## src/rtl/normCorrPkg.sv

```systemverilog
package normCorrPkg;

	//////////////////////////////////////////////////
	// Widths and memory layout
	//////////////////////////////////////////////////
	typedef logic signed [15:0] sample_t; // Q15 sample
	typedef logic signed [31:0] acc_t;
	typedef logic [8:0] memAddr_t;
	typedef logic [7:0] lag_t;

	localparam int MemDepth = 512;
	localparam memAddr_t ExcZero = 9'd160; // exc[0], negative lags below
	localparam memAddr_t HBase = 9'd256;
	localparam memAddr_t XnBase = 9'd320;
	localparam memAddr_t ExcfBase = 9'd384;
	localparam int unsigned ConvShift = 3; // Q12 to Q15

	localparam acc_t MaxAcc = 32'h7FFF_FFFF;
	localparam acc_t MinAcc = 32'h8000_0000;
	localparam sample_t MaxSample = 16'h7FFF;
	localparam sample_t MinSample = 16'h8000;

	typedef struct packed {
		memAddr_t addr;
		sample_t wrData;
		logic write;
	} memReq_t;

	typedef struct packed {
		lag_t lag;
		acc_t corr;
		acc_t energy;
	} lagResult_t;

	typedef enum logic [2:0] {ConvIdle, ConvReadX, ConvWaitX, ConvReadH, ConvWaitH,
		ConvWrite} convState_e;
	typedef enum logic [2:0] {CorrIdle, CorrReadExcf, CorrWaitExcf, CorrReadXn,
		CorrWaitXn} corrState_e;
	typedef enum logic [3:0] {UpdIdle, UpdReadExc, UpdWaitExc, UpdReadH, UpdWaitH,
		UpdReadPrev, UpdWaitPrev, UpdWrite, UpdWriteZero} updState_e;
	typedef enum logic [2:0] {SeqIdle, SeqConv, SeqCorr, SeqPresent, SeqUpdate} seqState_e;

	//////////////////////////////////////////////////
	// Saturating fixed-point operators
	//////////////////////////////////////////////////
	function automatic acc_t lMult(sample_t a, sample_t b);
		acc_t prod;
		prod = a * b;
		if (prod == 32'sh4000_0000) // Only -1 * -1 overflows
			return MaxAcc;
		return prod <<< 1;
	endfunction

	function automatic acc_t lMac(acc_t acc, sample_t a, sample_t b);
		logic signed [32:0] sum;
		sum = acc + lMult(a, b);
		if (sum > MaxAcc)
			return MaxAcc;
		if (sum < MinAcc)
			return MinAcc;
		return acc_t'(sum[31:0]);
	endfunction

	function automatic acc_t lShl(acc_t x, int unsigned n);
		logic signed [63:0] wide;
		wide = x;
		wide = wide <<< n;
		if (wide > MaxAcc)
			return MaxAcc;
		if (wide < MinAcc)
			return MinAcc;
		return acc_t'(wide[31:0]);
	endfunction

	function automatic sample_t extractH(acc_t x);
		return sample_t'(x[31:16]);
	endfunction

	function automatic sample_t addSat(sample_t a, sample_t b);
		logic signed [16:0] sum;
		sum = a + b;
		if (sum > MaxSample)
			return MaxSample;
		if (sum < MinSample)
			return MinSample;
		return sample_t'(sum[15:0]);
	endfunction

endpackage
```

## src/rtl/excfUpdater.sv

```systemverilog
`timescale 1ns/1ns

module excfUpdater #(
	parameter int SubframeLen = 40
) (
	input  logic clk,
	input  logic reset,
	input  logic go,
	input  normCorrPkg::memAddr_t excAddr,
	input  logic reqReady,
	input  logic rdValid,
	input  normCorrPkg::sample_t rdData,
	output logic reqValid,
	output normCorrPkg::memReq_t req,
	output logic done
);
	localparam logic [5:0] LastJ = 6'(SubframeLen - 1);

	normCorrPkg::updState_e state;
	logic [5:0] j; // Walks down to 1
	normCorrPkg::memAddr_t kAddr;
	normCorrPkg::sample_t excK;
	normCorrPkg::acc_t prod;
	normCorrPkg::sample_t newVal;

	always_ff @(posedge clk)
	begin
		if (reset)
		begin
			state <= normCorrPkg::UpdIdle;
			done <= 1'b0;
			j <= '0;
		end
		else
		begin
			done <= 1'b0;
			case (state)
				normCorrPkg::UpdIdle:
					if (go)
					begin
						kAddr <= excAddr;
						state <= normCorrPkg::UpdReadExc;
					end
				normCorrPkg::UpdReadExc:
					if (reqReady)
						state <= normCorrPkg::UpdWaitExc;
				normCorrPkg::UpdWaitExc:
					if (rdValid)
					begin
						excK <= rdData;
						j <= LastJ;
						state <= normCorrPkg::UpdReadH;
					end
				normCorrPkg::UpdReadH:
					if (reqReady)
						state <= normCorrPkg::UpdWaitH;
				normCorrPkg::UpdWaitH:
					if (rdValid)
					begin
						prod <= normCorrPkg::lShl(normCorrPkg::lMult(excK, rdData),
							normCorrPkg::ConvShift);
						state <= normCorrPkg::UpdReadPrev;
					end
				normCorrPkg::UpdReadPrev:
					if (reqReady)
						state <= normCorrPkg::UpdWaitPrev;
				normCorrPkg::UpdWaitPrev:
					if (rdValid)
					begin
						newVal <= normCorrPkg::addSat(normCorrPkg::extractH(prod), rdData);
						state <= normCorrPkg::UpdWrite;
					end
				normCorrPkg::UpdWrite:
					if (reqReady)
					begin
						if (j == 6'd1)
							state <= normCorrPkg::UpdWriteZero;
						else
						begin
							j <= j - 6'd1;
							state <= normCorrPkg::UpdReadH;
						end
					end
				normCorrPkg::UpdWriteZero:
					if (reqReady)
					begin
						done <= 1'b1;
						state <= normCorrPkg::UpdIdle;
					end
				default: state <= normCorrPkg::UpdIdle;
			endcase
		end
	end

	always_comb
	begin
		reqValid = 1'b1;
		req = '0;
		case (state)
			normCorrPkg::UpdReadExc: req.addr = kAddr;
			normCorrPkg::UpdReadH: req.addr = normCorrPkg::HBase + normCorrPkg::memAddr_t'(j);
			normCorrPkg::UpdReadPrev:
				req.addr = normCorrPkg::ExcfBase + normCorrPkg::memAddr_t'(j - 6'd1);
			normCorrPkg::UpdWrite:
				req = '{normCorrPkg::ExcfBase + normCorrPkg::memAddr_t'(j), newVal, 1'b1};
			normCorrPkg::UpdWriteZero: req = '{normCorrPkg::ExcfBase, excK, 1'b1};
			default: reqValid = 1'b0;
		endcase
	end

endmodule

```

## config.mk

```make
export PLATFORM = sky130hd
export DESIGN_NAME = excfUpdater
export DESIGN_NICKNAME = d
export VERILOG_FILES = /design/src/rtl/normCorrPkg.sv /design/src/rtl/excfUpdater.sv
export SDC_FILE = /design/constraint.sdc
export NUM_CORES = 1
export LEC_CHECK = 0
export BUFFER_PORTS_ARGS = -buffer_cell sky130_fd_sc_hd__buf_4
export CAP_MARGIN = 15
export CORE_MARGIN = 10
export CORE_UTILIZATION = 50
export DETAILED_ROUTE_END_ITERATION = 8
export PLACE_DENSITY = 0.73
export SLEW_MARGIN = 20
export SYNTH_ARGS = -nofsm -noshare
export SYNTH_HDL_FRONTEND = slang
export SYNTH_SLANG_ARGS = --single-unit
export TNS_END_PERCENT = 50
```

## constraint.sdc

```tcl
create_clock -name clk -period 11.3 [get_ports clk]
set_input_delay 2.26 -clock clk [delete_from_list [all_inputs] [get_ports clk]]
set_output_delay 2.26 -clock clk [all_outputs]
set_load 0.005 [all_outputs]
```

==> results.ini, run 1 <==
[run_status]
status = completed

[synthesis]
ys_ff_latch = 68
synth_flop_cell = edfxtp_1
synth_seq_area_share_pct = 14.0
synth_nets = 1853
netlist_area_um2 = 13800
syn_inst = 1460
async_reset_ff_share_pct = 0
postSynthAreaPerCell_um2 = 9.47
synth-edff-count = 57
yosys_warnings = 0
synthDistinctLibCells = 71

[sta]
rsz0062_at_grt = false
max_slew_margin_pct = 25.8
fin_worst_skew_ps = 8.68
fin_crit_sh_pct = 82.3
fin_ws_ps = 2000
tns_ps = 0
min_period_ps = 9300
finalHoldViolCount = 0
setup_viol = 0
tightest_slew_ps = 1080
fmax_mhz = 108
timing.final.max_slew_violations = 0

[placement]
pre_cts_ws_ps = 1680
dpl.hpwl_um = 27400
dpl_cell_area_um2 = 14500
dp.cells = 1836
port-buffer-count = 57
gp_congestion = 0.990

[worst_setup_path]
cp-end-kind = register
crit_required_ps = 11460
r2r-start = excK[11]
critical_path.startpoint = rdData[2]
crit_fanout = 18
cp.arrival_ps = 9460
startpoint_type = primary input
criticalPathCategory = primary input to register

[grt]
grt_pass1_wl_um = 58100
grt_pass1_vias = 11100
grtUsageTotal_pct = 21.2
overflow = 0
antenna_found_initial = 0
grt_max_degree = 25

[route]
dr.first_iter.drc_count = 781
drtPass1Iterations = 5
routedWlPerCell_um = 18.9
via_per_inst = 5.57
postRouteAntennaNets = 0
vias = 10300
drcViolationCount = 0
finalWirelength_um = 34900

[die]
core_area_um2 = 27100
die_w_um = 186
start_util_pct = 51.0
dieArea_um2 = 34700
fp-row-count = 60
io_pins = 58
dieHeight_um = 186

[clock_network]
post_cts_buffers = 0
clockBufferDepth = 2
cts.sinks = 68
path_clk_slew_ps = 60
tritoncts = done
htreeDepth = 3
clockRootBuffer = clkbuf_16
cts_buffers = 9
ctsResizeCount = 0
worstSkewPairLatency_ps = 340
postCtsHoldBufs = 0

[final_layout]
n_antenna_cell = 0
mostFrequentLayoutCell = fa_1
final_cell_mix = fa_1 (263), inv_1 (254), nand2_1 (158), and2_1 (138), ha_1 (100)
instances_no_fill = 1851
drive_gt1_share_pct = 6.49
finalNetCount = 1868
postLayoutCellArea_um2 = 14900
area_growth_pct = 7.46

[worst_hold_path]
worst_hold_path_type = register to register
hold_start = j[5]

[flow_run]
max_cap_viol_count = 0

## per-layer routing
metal | GRT usage (%) | up-vias | share of wire [%]
li1 | - | 4716 | -
met1 | 28.8 | 5189 | 43
met2 | 35.0 | 357 | 48
met3 | 3.40 | 49 | 7.1
met4 | 4.68 | 0 | 1.7
met5 | 0 | - | 0
## cells by family after synthesis
logic type | synth area share, %
AOI/OAI and AO/OA | 10.7
DFF | 14.0
xor gates and xnor gates | 2.66
adders and majority gates | 47.2
buffers and inverters | 8.71
and+or+nand+nor | 15.9
muxes | 0.905
## metrics by stage
step | hold slack, ps | utilization (%)
floorplan | 508 | -
global placement | 531 | 53.7
finish | 553 | 54.8
global route | 566 | 54.8
CTS | 555 | 54.8
detailed placement | 540 | 53.7
## cell type report
class / count / area (um2)
Sequential cell: 68 / 1930
Timing Repair Buffer: 65 / 488
Clock buffer: 10 / 229
Fill cell: 2443 / 12200
Tap cell: 372 / 465
Multi-Input combinational cell: 1077 / 10700
Inverter: 254 / 953
Clock inverter: 5 / 77.6
## worst max-delay path, stage by stage
cell and delay (ps):
buf_4 240, and2_1 210, inv_1 70, fa_1 500, inv_1 150, fa_1 780
fa_1 500, fa_1 510, fa_1 490, inv_1 50, fa_1 470, inv_1 40
ha_1 350, a21oi_1 170, o21ai_1 130, a2111oi_0 570, nor2_1 110, a31oi_1 240
xnor2_1 140, or4b_1 560, or4_1 730, o311ai_1 180
## sequential cells by signal, indices dropped and copies added (netlist names)
register / count
excK: 16
state: 4
kAddr: 9
prod: 16
newVal: 16
done: 1
j: 6
## cells in the mapped netlist, drive strengths merged, types with 5 or more instances
cell	count	area (um2)
a211o	5	45.0
a211oi	10	75.1
a21o	20	151
a21oi	58	294
a22o	16	140
a31oi	12	75.1
and2	138	863
and3	5	31.3
buf	8	51.3
clkbuf	53	199
dfxtp	11	220
edfxtp	57	1710
fa	263	5270
ha	100	1250
inv	254	953
mux2i	8	80.1
nand2	158	593
nand2b	10	62.6
nand3	10	50.1
nand4	5	31.3
nor2	62	233
nor2b	11	68.8
nor3	15	75.1
nor4	5	31.3
o211ai	15	123
o21a	6	45.0
o21ai	42	210
xnor2	22	193
xor2	20	175
## worst paths after layout
check	to	slack [ps]	depth (start not counted)
min reg2reg	j[5]	550	2
min	j[5]	550	2
max	prod[25]	2000	22
max reg2reg	prod[25]	3180	19
Power of run 1 is left out: the tool's default activity adds up to more than one toggle a clock period on the data nets, which glitch-free logic cannot reach.
==> run 2, diff against run 1 <==
- PLACE_DENSITY: 0.73 -> 0.75
- clock period: 11.3 -> 7.98 ns (I/O delays scaled with it)
==> run 2 against run 1 <==
  * Die area unchanged
  * Utilization is 4.7 points higher
  * First-iteration DRC count up 7.0%
  * Via count increased by 7.3%
  * Setup slack got worse by 1900 ps
  * Sequential cell count did not move
  * Final cell count is 7.8% higher
  * Non-clock buffer count grew 143
  * Wire length rose by 5.5%
  * Count of clock-buffer cells in the layout stayed put
  * Sequential share of layout area fell by 1.0 points
==> results.ini, run 2 (synthesis gave the netlist of run 1 again) <==
[run_status]
status = completed

[worst_setup_path]
startpoint_type = primary input
cp.arrival_ps = 8080  ; -1380 ps
path_buf_inv = 4  ; -1
reg2reg_to = prod[16]
criticalPathCategory = primary input to register
crit_required_ps = 8150  ; -3310 ps
r2r-start = excK[9]
crit_fanout = 10  ; -8
worstPathCellList = buf_6 > buf_4 > nand2_1 > fa_1 > fa_1 > fa_1 > inv_1 > fa_1 > fa_1 > fa_1 > ha_4 > nand4_1 > nor4_2 > o211ai_2 > a31oi_2 > xor2_1 > or4_1 > or4b_4 > or4_4 > buf_6 > o211ai_1
reg2reg_slack_ps = 540  ; -2640 ps
cp_slowest_cell = fa_1
cp_top_family = adder cells
path_common_cell = fa_1
cp-end-kind = register
worst_r2r_path_depth = 20  ; +1
slowest_delay_ps = 570  ; -210 ps

[flow_run]
max_cap_viol_count = 0  ; unchanged

[clock_network]
htreeDepth = 3  ; unchanged
tritoncts = done
path_clk_slew_ps = 50  ; about the same
cts_buffers = 9  ; unchanged
clockBufferDepth = 2  ; unchanged
cts.sinks = 68  ; unchanged
postCtsHoldBufs = 0  ; unchanged
clockRootBuffer = clkbuf_16
worstSkewPairLatency_ps = 340  ; about the same

[die]
die_w_um = 186  ; unchanged
fp-row-count = 60  ; unchanged
dieArea_um2 = 34700  ; unchanged
start_util_pct = 51.0  ; unchanged
core_area_um2 = 27100  ; unchanged
dieHeight_um = 186  ; unchanged
io_pins = 58  ; unchanged

[placement]
port-buffer-count = 57  ; unchanged
gp_congestion = 0.951  ; -3.9%
dpl.hpwl_um = 30100  ; +10%

[final_layout]
reg_top3 = excK x16, newVal x16, prod x16
area_growth_pct = 16.6
n_antenna_cell = 0  ; unchanged
drive_gt1_share_pct = 16.3  ; +9.8 points
mostFrequentLayoutCell = fa_1
finalNetCount = 2011  ; +7.7%
final_cell_mix = fa_1 (260), inv_1 (251), buf_4 (191), nand2_1 (156), and2_1 (136)

[grt]
grt_pass1_wl_um = 60800  ; +4.6%
grt_pass1_vias = 12000  ; +8.3%
grt_max_degree = 25  ; unchanged
antenna_found_initial = 0  ; unchanged
overflow = 0  ; unchanged
grtUsageTotal_pct = 22.0  ; +0.81 points

[sta]
fmax_mhz = 126
max_slew_margin_pct = 43.1  ; +17 points
tightest_slew_ps = 852  ; -233 ps
timing.final.max_slew_violations = 0  ; unchanged
fin_crit_sh_pct = 99.1
hold_slack_ps = 570  ; +16.7 ps
setup_viol = 0  ; unchanged
fin_worst_skew_ps = 4.91  ; -3.77 ps
rsz0062_at_grt = true
finalHoldViolCount = 0  ; unchanged
min_period_ps = 7910

[worst_hold_path]
hold_start = j[5]
min_path_cells = 2  ; unchanged
worst_hold_path_type = register to register
hold-path-endpoint = j[5]

[route]
drcViolationCount = 0  ; unchanged
routedWlPerCell_um = 18.5  ; -2.1%
dr.first_iter.drc_count = 836  ; +7.0%
postRouteAntennaNets = 0  ; unchanged
via_per_inst = 5.55  ; -0.42%
drtPass1Iterations = 5  ; unchanged
finalWirelength_um = 36900  ; +5.5%
vias = 11100  ; +7.3%

-- run 2: cell count changes in the layout (fill, tap and decap cells not counted), moves of 3 or more --
cell,change
ha_1,-7
buf_4,+126
ha_4,+7
buf_6,+12
fa_1,-3
inv_1,-3
fa_2,+3
-- run 2: per-layer routing --
metal	routed length, um	global-route usage (%)
met3	2120	2.48
met5	0	0
met2	18300	37.6
met4	922	6.03
met1	15500	29.1
-- run 2: worst max-delay path by stage --
stage	slack [ps]	startpoint	to	cells after the start
floorplan	-20	rdData[1]	prod[29]	23
global placement	-270	rdData[2]	prod[25]	21
detailed placement	-360	rdData[2]	prod[16]	23
CTS	9	rdData[1]	prod[16]	24
global route	-180	rdData[15]	prod[25]	21
finish	70	rdData[4]	prod[16]	21
-- run 2: worst register-to-register path, stage by stage (launching register included) --
cell and delay [ps]:
edfxtp_1 680, buf_4 300, nand2_1 110, fa_1 540, inv_1 50, fa_1 480
fa_1 530, fa_1 580, fa_1 460, fa_1 550, ha_4 310, nand4_1 140
nor4_2 320, o211ai_2 190, a31oi_2 210, xor2_1 110, or4_1 420, or4b_4 510
or4_4 510, buf_6 160, o211ai_1 100
-- run 2: layout make-up --
type                       instances  area, um2
clock buffer                      10        229
clock inverter                     6       31.3
fill                            2279      11000
inverter                         254        958
multi-input combinational       1077      10900
sequential                        68       1930
tap                              372        465
timing repair buffer             208       1640
-- run 2: metrics by stage --
step                utilization (%)  setup WS, ps  cell area (um2)  setup TNS [ps]  std cells
global placement               57.6          -266            15600           -3280       1971
global route                   59.5          -179            16100           -2000       1995
floorplan                         -         -18.6            13900           -18.6       1460
finish                         59.5          69.8            16100               0       1995
detailed placement             57.6          -355            15600           -4440       1971
CTS                            58.6          9.36            15900               0       1987
-- run 2: repair_timing --
item                                    in CTS  in global routing
gates resized for setup                      2                 40
setup buffers                                0                  7
pin swaps                                    1                 20
endpoints found under the setup margin       3                 15
gates cloned                                 0                  1
Power of run 2 is left out for the same reason.
==> run 3, diff against run 2 <==
==> constraint.sdc (replaced) <==
create_clock -name clk -period 7.98 [get_ports clk]
set_input_delay 0.399 -clock clk [delete_from_list [all_inputs] [get_ports clk]]
set_output_delay 0.399 -clock clk [all_outputs]
set_load 0.005 [all_outputs]
==> run 3 against run 2 <==
  * Hold slack got worse by 330 ps
  * Critical path depth decreased by 1
  * Register-to-register slack got worse by 120 ps
  * Largest cell class unchanged
  * First-iteration DRC count increased by 14%
  * Setup slack improved by 350 ps
  * Clock skew increased by 1.7 ps
  * Critical path type is now register to register
  * Count of clock-buffer cells in the layout decreased by 1
==> results.ini, run 3 (synthesis gave the netlist of run 1 again) <==
[run_status]
status = completed

[sta]
tightest_slew_ps = 853  ; +0.663 ps
finalHoldViolCount = 0  ; unchanged
fin_worst_skew_ps = 6.63  ; +1.72 ps
fmax_mhz = 132  ; +4.7%
min_period_ps = 7560  ; -352 ps
timing.final.max_slew_violations = 0  ; unchanged
max_slew_margin_pct = 43.2  ; about the same
setup_viol = 0  ; unchanged
rsz0062_at_grt = false
tns_ps = 0  ; unchanged
fin_crit_sh_pct = 94.7  ; -4.4 points

[worst_setup_path]
path_common_cell = fa_1
criticalPathCategory = register to register
cp.arrival_ps = 7720  ; -360 ps
slowest_delay_ps = 700  ; +130 ps
crit_required_ps = 8140  ; about the same
cp-end-kind = register
crit_fanout = 15  ; +5
cp_slowest_cell = edfxtp_1
worstPathCellList = nand2_1 > fa_1 > inv_1 > fa_1 > inv_1 > fa_1 > inv_1 > fa_1 > fa_1 > fa_1 > ha_1 > nand2_1 > nor4_1 > o211ai_2 > a31oi_1 > xor2_1 > or4_1 > or4b_1 > or4_4 > o311ai_1
startpoint_type = register

[final_layout]
multi_input_area_um2 = 10700  ; -1.3%
drive_gt1_share_pct = 8.19  ; -8.1 points
fillerInstances = 2346  ; +2.9%
reg_top3 = excK x16, newVal x16, prod x16
area_growth_pct = 8.64
mostFrequentLayoutCell = fa_1
final_cell_mix = fa_1 (262), inv_1 (254), nand2_1 (158), and2_1 (138), ha_1 (100)
n_antenna_cell = 0  ; unchanged
finalNetCount = 1889  ; -6.1%
seqCellArea_um2 = 1930  ; unchanged

[placement]
gp_congestion = 0.977  ; +2.7%
dpl.hpwl_um = 28800  ; -4.4%
port-buffer-count = 57  ; unchanged

[die]
die_w_um = 186  ; unchanged
dieHeight_um = 186  ; unchanged
dieArea_um2 = 34700  ; unchanged
core_area_um2 = 27100  ; unchanged
io_pins = 58  ; unchanged
start_util_pct = 51.0  ; unchanged
fp-row-count = 60  ; unchanged

[route]
vias = 10600  ; -4.2%
postRouteAntennaNets = 0  ; unchanged
routedWlPerCell_um = 19.1  ; +3.6%
drcViolationCount = 0  ; unchanged
dr.first_iter.drc_count = 957  ; +14%
via_per_inst = 5.66  ; +2.0%
finalWirelength_um = 35800  ; -2.8%
drtPass1Iterations = 5  ; unchanged

[clock_network]
cts.sinks = 68  ; unchanged
path_clk_slew_ps = 60  ; about the same
postCtsHoldBufs = 0  ; unchanged
cts_buffers = 9  ; unchanged
htreeDepth = 3  ; unchanged
clockRootBuffer = clkbuf_16
worstSkewPairLatency_ps = 340  ; about the same
post_cts_buffers = 0  ; unchanged
clockBufferDepth = 2  ; unchanged
tritoncts = done

[grt]
grt_pass1_wl_um = 59000  ; -3.0%
antenna_found_initial = 0  ; unchanged
grtUsageTotal_pct = 21.6  ; -0.42 points
grt_pass1_vias = 11000  ; -8.2%
grt_max_degree = 25  ; unchanged
overflow = 0  ; unchanged

[flow_run]
max_cap_viol_count = 0  ; unchanged

[worst_hold_path]
worst_hold_path_type = primary input to register

-- run 3: cell types whose count changed in the layout (fill, tap and decap cells not counted), sizes merged --
cell and change:
clkinv -3, buf -121, clkbuf -2, bufinv +1, inv +2, clkinvlp +1
-- run 3: final timing paths --
| check | startpoint | endpoint | depth (start not counted) | slack (ps) |
|---|---|---|---|---|
| worst max-delay path | excK[11] | prod[25] | 20 | 420 |
| worst max register to register | excK[11] | prod[25] | 20 | 420 |
| worst min register to register | j[5] | j[5] | 2 | 540 |
| worst min-delay path | excAddr[1] | kAddr[1] | 1 | 240 |
-- run 3: final cells by class --
class	count	area share (%)
Multi-Input combinational cell	1077	71.4
Tap cell	372	3.10
Sequential cell	68	12.9
Timing Repair Buffer	86	4.30
Clock inverter	7	0.500
Clock buffer	9	1.50
Inverter	254	6.35
-- run 3: worst max-delay path, delay by kind of cell, from the launching register on --
| family | cells | cell delay, ps |
|---|---|---|
| flip-flops | 1 | 700 |
| AO/OA/AOI/OAI | 3 | 600 |
| adder cells (fa/ha/maj) | 7 | 3510 |
| AND/OR/NAND/NOR | 6 | 2280 |
| XOR/XNOR | 1 | 100 |
| buffers and inverters | 3 | 180 |
-- run 3: timing repair --
item | in CTS | in global routing
endpoints found under the setup margin | 0 | 15
endpoints found under the hold margin | 0 | 0
gates resized for setup | 0 | 4
-- run 3: through the flow --
stage | setup WS [ps] | area (um2) | std cells | hold WS [ps] | utilization, %
after floorplan | 800 | 13800 | 1460 | 471 | -
after global placement | 323 | 14700 | 1857 | 531 | 54.2
after detailed placement | 118 | 14700 | 1857 | 540 | 54.3
after CTS | 128 | 15000 | 1873 | 231 | 55.4
after global routing | 51.5 | 15000 | 1873 | 232 | 55.4
final | 421 | 15000 | 1873 | 237 | 55.4
-- run 3: routing by layer --
layer | wire length (um) | global-route usage, % | vias to the layer above
li1 | - | - | 4741
met1 | 15100 | 29.4 | 5420
met2 | 17600 | 36.4 | 399
met3 | 2580 | 2.95 | 42
met4 | 554 | 3.68 | 0
met5 | 0 | 0 | -
Power of run 3 is left out for the same reason.
